<file path="src/fp_format_pkg.sv">
package fp_format_pkg;

    // ------------------------------------------------------------------------
    // vector and word types
    // ------------------------------------------------------------------------

    // one full operand or result vector
    typedef logic [127:0] vec128_t;

    // single precision word
    typedef logic [31:0] fp32_t;

    // half precision word
    typedef logic [15:0] fp16_t;

    // ------------------------------------------------------------------------
    // format geometry
    // ------------------------------------------------------------------------

    // ieee binary32 field widths
    localparam int FP32_EXP_W  = 8;
    localparam int FP32_MANT_W = 23;

    // ieee binary16 field widths
    localparam int FP16_EXP_W  = 5;
    localparam int FP16_MANT_W = 10;

    // lanes per 128-bit vector
    localparam int FP32_LANES = 4;
    localparam int FP16_LANES = 8;

    // ------------------------------------------------------------------------
    // precision mode
    // ------------------------------------------------------------------------

    // mode register value taken from bit 0 of the written data
    typedef enum logic {
        MODE_FP16 = 1'b0,
        MODE_FP32 = 1'b1
    } prec_mode_e;

endpackage

</file>
<file path="src/fpmul_bus_pkg.sv">
package fpmul_bus_pkg;

    // ------------------------------------------------------------------------
    // wishbone classic register port
    // ------------------------------------------------------------------------

    // register word address
    typedef logic [3:0] wb_addr_t;

    // register data word
    typedef logic [31:0] wb_data_t;

    // master to slave
    typedef struct packed {
        logic     cyc;
        logic     stb;
        logic     we;
        wb_addr_t adr;
        wb_data_t dat;
    } wb_req_t;

    // slave to master with dat only meaningful while ack is high
    typedef struct packed {
        logic     ack;
        wb_data_t dat;
    } wb_rsp_t;

    // ------------------------------------------------------------------------
    // operand and result streams
    // ------------------------------------------------------------------------

    // both source vectors sampled on every cycle that valid is high
    typedef struct packed {
        logic                   valid;
        fp_format_pkg::vec128_t s0;
        fp_format_pkg::vec128_t s1;
    } vec_req_t;

    // product vector valid for one cycle per request
    typedef struct packed {
        logic                   valid;
        fp_format_pkg::vec128_t data;
    } vec_rsp_t;

    // ------------------------------------------------------------------------
    // register map
    // ------------------------------------------------------------------------

    // precision select where bit 0 set means fp32
    localparam wb_addr_t REG_MODE = 4'd0;

    // completed vector operations cleared by a write
    localparam wb_addr_t REG_OPCOUNT = 4'd1;

endpackage

</file>
<file path="src/fpmul_cfg_regs.sv">
`timescale 1ns/10ps

module fpmul_cfg_regs (
    input  logic                      clk,
    input  logic                      rst_n,
    input  fpmul_bus_pkg::wb_req_t    wb_i,
    input  logic                      done,
    output fpmul_bus_pkg::wb_rsp_t    wb_o,
    output fp_format_pkg::prec_mode_e mode
);

    import fp_format_pkg::*;
    import fpmul_bus_pkg::*;

    logic       ack_q;
    prec_mode_e mode_q;
    wb_data_t   op_count;
    wb_data_t   rd_data;

    logic access;
    logic wr_en;
    logic clr_count;

    // ------------------------------------------------------------------------
    // bus decode
    // ------------------------------------------------------------------------

    // first cycle of a cycle/strobe pair before the ack
    assign access    = wb_i.cyc && wb_i.stb && !ack_q;
    assign wr_en     = access && wb_i.we;
    assign clr_count = wr_en && (wb_i.adr == REG_OPCOUNT);

    // ------------------------------------------------------------------------
    // control registers
    // ------------------------------------------------------------------------

    always_ff @(posedge clk or negedge rst_n) begin
        if (!rst_n) begin
            ack_q    <= 1'b0;
            mode_q   <= MODE_FP16;
            op_count <= '0;
        end else begin
            // single-cycle ack
            ack_q <= access;

            // takes effect on the edge the ack rises
            if (wr_en && (wb_i.adr == REG_MODE)) begin
                mode_q <= wb_i.dat[0] ? MODE_FP32 : MODE_FP16;
            end

            // clear has priority over a completing operation
            if (clr_count) begin
                op_count <= '0;
            end else if (done) begin
                op_count <= op_count + 32'd1;
            end
        end
    end

    // read data captured alongside the ack
    always_ff @(posedge clk) begin
        if (access) begin
            case (wb_i.adr)
                REG_MODE:    rd_data <= wb_data_t'(mode_q);
                REG_OPCOUNT: rd_data <= op_count;
                default:     rd_data <= '0;
            endcase
        end
    end

    assign wb_o.ack = ack_q;
    assign wb_o.dat = rd_data;
    assign mode     = mode_q;

endmodule

</file>
<file path="config.mk">
export PLATFORM = sky130hd
export DESIGN_NAME = fpmul_cfg_regs
export DESIGN_NICKNAME = d
export VERILOG_FILES = /design/src/fp_format_pkg.sv /design/src/fpmul_bus_pkg.sv /design/src/fpmul_cfg_regs.sv
export SDC_FILE = /design/constraint.sdc
export NUM_CORES = 1
export LEC_CHECK = 0
export BUFFER_PORTS_ARGS = -buffer_cell sky130_fd_sc_hd__buf_2
export CORE_ASPECT_RATIO = 1.4
export CORE_MARGIN = 5
export CORE_UTILIZATION = 48
export DETAILED_ROUTE_END_ITERATION = 6
export PLACE_DENSITY_LB_ADDON = 0.15
export SETUP_SLACK_MARGIN = 0.2
export SYNTH_ARGS = -nofsm -noshare
export SYNTH_HDL_FRONTEND = slang
export SYNTH_SLANG_ARGS = --single-unit
</file>
<file path="constraint.sdc">
create_clock -name clk -period 2.1 [get_ports clk]
set_input_delay 0.105 -clock clk [delete_from_list [all_inputs] [get_ports clk]]
set_output_delay 0.105 -clock clk [all_outputs]
set_load 0.005 [all_outputs]
</file>
Yosys cells after proc, flatten, opt, wreduce, memory -nomap -nowiden
Cells that the tools add are included.
{"block": "totals", "regBits": 66, "input_bits": 42, "word_cells": 18, "out_inout_bits": 34}
{"block": "classes", "mux": 4, "n_addsub": 1, "n_eq_ne": 1, "n_reduce_logical": 8}
{"operator": "$mux W32", "count": 2}
{"operator": "$pmux W32 S2", "count": 1}
{"operator": "$add A32 B1 Y32 const B", "count": 1}
{"operator": "$logic_and A1 B1 Y1", "count": 5}
{"operator": "$eq A4 B1 Y1 const B", "count": 1}
{"operator": "$logic_not A4 Y1", "count": 1}
{"operator": "$reduce_bool A2 Y1", "count": 1}
{"operator": "$logic_not A1 Y1", "count": 1}
{"operator": "$mux W1", "count": 1}

Depth between registers and ports, before layout
{"block": "logic_depth", "word_depth": 5, "depth_mapped": 6, "mapped_depth_nobuf": 5}

Least setup slack after synthesis
OpenSTA, ideal clock, no wires.
{"block": "synth_timing", "path_type": "register -> register", "start": "register ack_q", "end": "register rd_data[0], enable pin", "synth_period_minus_slack_ns": 2.193, "t_arrival_ns": 1.770, "path_buffers": 0, "required_ns": 1.677, "stages_incl_launch_ff": 2, "setup_slack_ns": -0.093, "setup_ns": 0.423, "cell_sequence": "dfrtp_1 nor2_1"}
{"block": "synth_via", "elab_chain_cells": 2}
{"item": "start, declared", "line": "fpmul_cfg_regs.sv:15", "source": "logic ack_q;"}
{"item": "start signal, assigned", "line": "fpmul_cfg_regs.sv:44", "source": "ack_q <= access;"}
{"item": "$logic_not A1 Y1", "line": "fpmul_cfg_regs.sv:29", "source": "assign access = wb_i.cyc && wb_i.stb && !ack_q;"}
{"item": "$logic_and A1 B1 Y1", "line": "fpmul_cfg_regs.sv:29"}
{"item": "net access", "line": "fpmul_cfg_regs.sv:20", "source": "logic access;"}
{"item": "end signal, assigned", "line": "fpmul_cfg_regs.sv:64", "source": "REG_MODE: rd_data <= wb_data_t'(mode_q);"}
{"item": "end signal, assigned", "line": "fpmul_cfg_regs.sv:65", "source": "REG_OPCOUNT: rd_data <= op_count;"}
{"item": "end, declared", "line": "fpmul_cfg_regs.sv:18", "source": "wb_data_t rd_data;"}
The timed path passes the listed nets, and every way through them passes these cells.
A chain may end at the register's enable or synchronous reset.

Worst setup path after layout
{"block": "layout_timing", "start": "register op_count[1]", "end": "register op_count[15]"}
{"block": "layout_via", "elab_chain_cells": 3}
{"item": "start, declared", "line": "fpmul_cfg_regs.sv:17", "source": "wb_data_t op_count;"}
{"item": "start signal, assigned", "line": "fpmul_cfg_regs.sv:55", "source": "op_count <= op_count + 32'd1;"}
{"item": "$add A32 B1 Y32", "line": "fpmul_cfg_regs.sv:55"}
{"item": "$mux W32", "line": "fpmul_cfg_regs.sv:54", "source": "end else if (done) begin"}
{"item": "$mux W32", "line": "fpmul_cfg_regs.sv:52", "source": "if (clr_count) begin"}
No other way between the ends. The select of a mux whose other input is x is not followed.

==> impl_metrics.tcl <==
set metrics [dict create \
    hold_viol 0 \
    finalNetCount 372 \
    tightest_slew_ns 0.788 \
    place.gp.congestion 0.806 \
    grt.total_usage_pct 16.5 \
    wl_met2_mm 3.39 \
    clock_skew_ns 0.00874 \
    nFillCells 493 \
    drv.max_cap_violation_count 0 \
    max_stage_delay_ns 0.64 \
    yosysTopAreaCell "edfxtp_1" \
    antenna_left 0 \
    avgSynthCellArea_um2 11.6 \
    grt_pass1_vias 2151 \
    finalPower_mw 3.08 \
    hold_class "in -> reg" \
    fmax_mhz 516 \
    setup_viol 0 \
    antenna_cells 0 \
    reg2reg_from "op_count[1]" \
    slowest_stage "or4_4" \
    clk_pin_slew_worst_paths_ns 0.07 \
    vias 2266 \
    slew_viol_final 0 \
    cts.sinks 66 \
    htreeDepth 3 \
    syn_inst 259 \
    cp-end-kind "register" \
    ys_ff_latch 66 \
    hold_end "mode" \
    die_w_um 76.8 \
    worstPathBufferInverterCount 1 \
    rows 34 \
    crit_arrival_ns 2.21 \
    post-dp-hpwl_mm 4.13 \
    power-per-cell-area_nw_per_um2 810 \
    wl_met3_um 256 \
    wire_per_inst_um 16.0 \
    clk_latency_ns 0.35 \
    r2r_slack_ns 0.16 \
    p_leak_nw 1.56 \
    numPortBuffers 44 \
    cts_buffers 9 \
    setup_tns_ns 0 \
    drt-met1-wl_mm 2.69 \
    clock_path_buffers 2 \
    crit_family "simple AND/OR/NAND/NOR gates" \
    wl_mm 6.51 \
    grt_pass1_wl_mm 10.2 \
    die_h_um 103 \
    yosysWarnings 0 \
    highest_layer "met4" \
    critPathRequiredTime_ns 2.37 \
    synth_top_area_share_pct 32.1 \
    cts_root_buf "clkbuf_8" \
    dr.pass1.iters 4 \
    grt_max_degree 35 \
    r2r_end "op_count[15]" \
    period_share_pct 92.4 \
    synth_nets 302 \
    cts_tree "yes" \
    timing.final.crit_period_ns 1.94 \
    path_depth 5 \
    areaGrowthSynthToFinish_pct 27.0 \
    initialDrtViolationCount 185 \
    worstPathMaxFanout 7 \
    via_per_inst 5.58 \
    peakVddDrop_v 0.000598 \
    dieArea_um2 7940 \
    whs_path_depth 4 \
    boundaryPins 76 \
    startpoint_type "register" \
    post-route-drc-count 0 \
    antenna_found_initial 0 \
    max_slew_margin_pct 47.4 \
    synth_seq_area_share_pct 60.5 \
    overflow 0 \
    crit_type "reg -> reg" \
    outcome "complete, no violations" \
    core-area_um2 6170 \
    synth_area_leaders "edfxtp_1, dfrtp_1, and2_1, or4_1, a21oi_1" \
    rsz0062_at_grt "true" \
    synth_cell_type_count 37 \
    reg2reg_depth 5 \
    hp-start "wb_i[32]" \
    drive_gt1_share_pct 34.1 \
    syn_area_um2 3000 \
    crit_path_cell_trace "nand4_1 -> or4_4 -> buf_6 -> or3_1 -> a21oi_1" \
    start_util_pct 48.6 \
]
-- synthesized netlist by cell type --
cell      number
nand2b_1       4
and4_1         3
and4b_1        1
nor2_1        11
mux2i_1        5
edfxtp_1      32
a22o_1         1
buf_4          2
xnor2_1        4
and2_1        34
or2_2          1
nor3_1         2
inv_1          3
nand3_1       11
nor4b_1        1
clkbuf_1       7
or4_4          1
nand2_1       19
buf_6          1
or4_1         13
mux2_2         1
nand4_2        1
a21o_1         1
nor3b_1        2
o21ai_0        6
and3_1         1
or3_1          7
dfrtp_1       34
buf_2          2
xor2_1         5
nand4_1        8
o31a_1         1
nor4_1         5
ha_1           1
o21a_1         1
o31ai_1       10
a21oi_1       17
-- sequential cells by signal, summed over array words and instances (netlist names) --
register / flops
ack_q: 1
mode: 1
op_count: 32
rd_data: 32
-- what timing repair did --
item | in CTS | in global routing
gates cloned | 0 | 1
resized for setup | 6 | 21
pin swaps | 0 | 22
setup endpoints to repair | 13 | 17
hold buffers | 2 | 0
setup buffers | 0 | 4
endpoints found under the hold margin | 35 | 0
-- area by class of cell --
class                   count  area, um^2  share of cell area [%]
inverters                   3        11.3                   0.296
flip-flops and latches     66        1820                    47.8
multi-input cells         179        1240                    32.5
clock buffers              11         141                    3.72
clock inverters             5        77.6                    2.04
well taps                  72        90.1                    2.37
repair buffers             70         428                    11.2
-- cells by family after synthesis --
| family | after synthesis | share of synthesized area, % |
|---|---|---|
| flip-flops | 66 | 60.5 |
| multiplexers | 6 | 2.05 |
| AO/OA/AOI/OAI | 37 | 7.44 |
| adder cells (fa/ha/maj) | 1 | 0.418 |
| XOR/XNOR | 9 | 2.63 |
| buffers and inverters | 15 | 2.46 |
| AND/OR/NAND/NOR | 125 | 24.5 |
-- how the worst max path moves through the flow --
stage / slack (ns) / to / startpoint
after global placement: 0.11 / op_count[31] / op_count[1]
after global routing: 0.10 / op_count[28] / op_count[1]
after floorplan: 0.24 / op_count[18] / op_count[0]
after detailed placement: 0.08 / op_count[15] / op_count[1]
after CTS: 0.14 / op_count[15] / op_count[1]
final: 0.16 / op_count[15] / op_count[1]
-- worst reg2reg max path, cell delays in order, from the launching register on --
cell and delay, ns:
dfrtp_1 0.42, nand4_1 0.20, or4_4 0.65, buf_6 0.17, or3_1 0.31, a21oi_1 0.13
-- metal layers --
| metal | vias up | global-route usage [%] |
|---|---|---|
| met5 | - | 0 |
| met2 | 49 | 28.4 |
| li1 | 1103 | - |
| met1 | 1101 | 18.6 |
| met3 | 13 | 4.33 |
| met4 | 0 | 9.69 |
-- cell usage in the layout (no fill, tap or decap), drive strengths merged, types with 2 or more instances in the layout --
cell	Yosys	layout
nand2b	4	4
nand4	9	9
nand2	19	19
inv	3	3
edfxtp	32	32
mux2i	5	5
bufinv	0	2
nor4	5	5
clkbuf	7	11
nand3	11	11
and2	34	34
nor3	2	2
a21oi	17	17
and4	3	3
xor2	5	5
nor2	11	11
nor3b	2	2
o21ai	6	6
o31ai	10	10
dfrtp	34	34
or4	14	15
dlygate4sd3	0	2
or3	7	7
xnor2	4	4
clkinv	0	2
buf	5	68
-- metrics by stage --
stage	worst slack, ns	util (%)	cells	hold slack, ns	cell area [um^2]
after floorplan	0.237	-	259	-0.191	3020
after global placement	0.107	55.5	383	0.253	3420
after detailed placement	0.0761	55.5	383	0.242	3420
after CTS	0.137	59.6	401	0.106	3680
after global routing	0.102	61.7	406	0.136	3800
final	0.160	61.7	406	0.122	3800
-- report_power, final --
part,switching (mW),internal [mW]
Sequential,0.0875,1.44
Clock,0.483,0.697
Combinational,0.188,0.182
(Power assumes the default switching activity.)
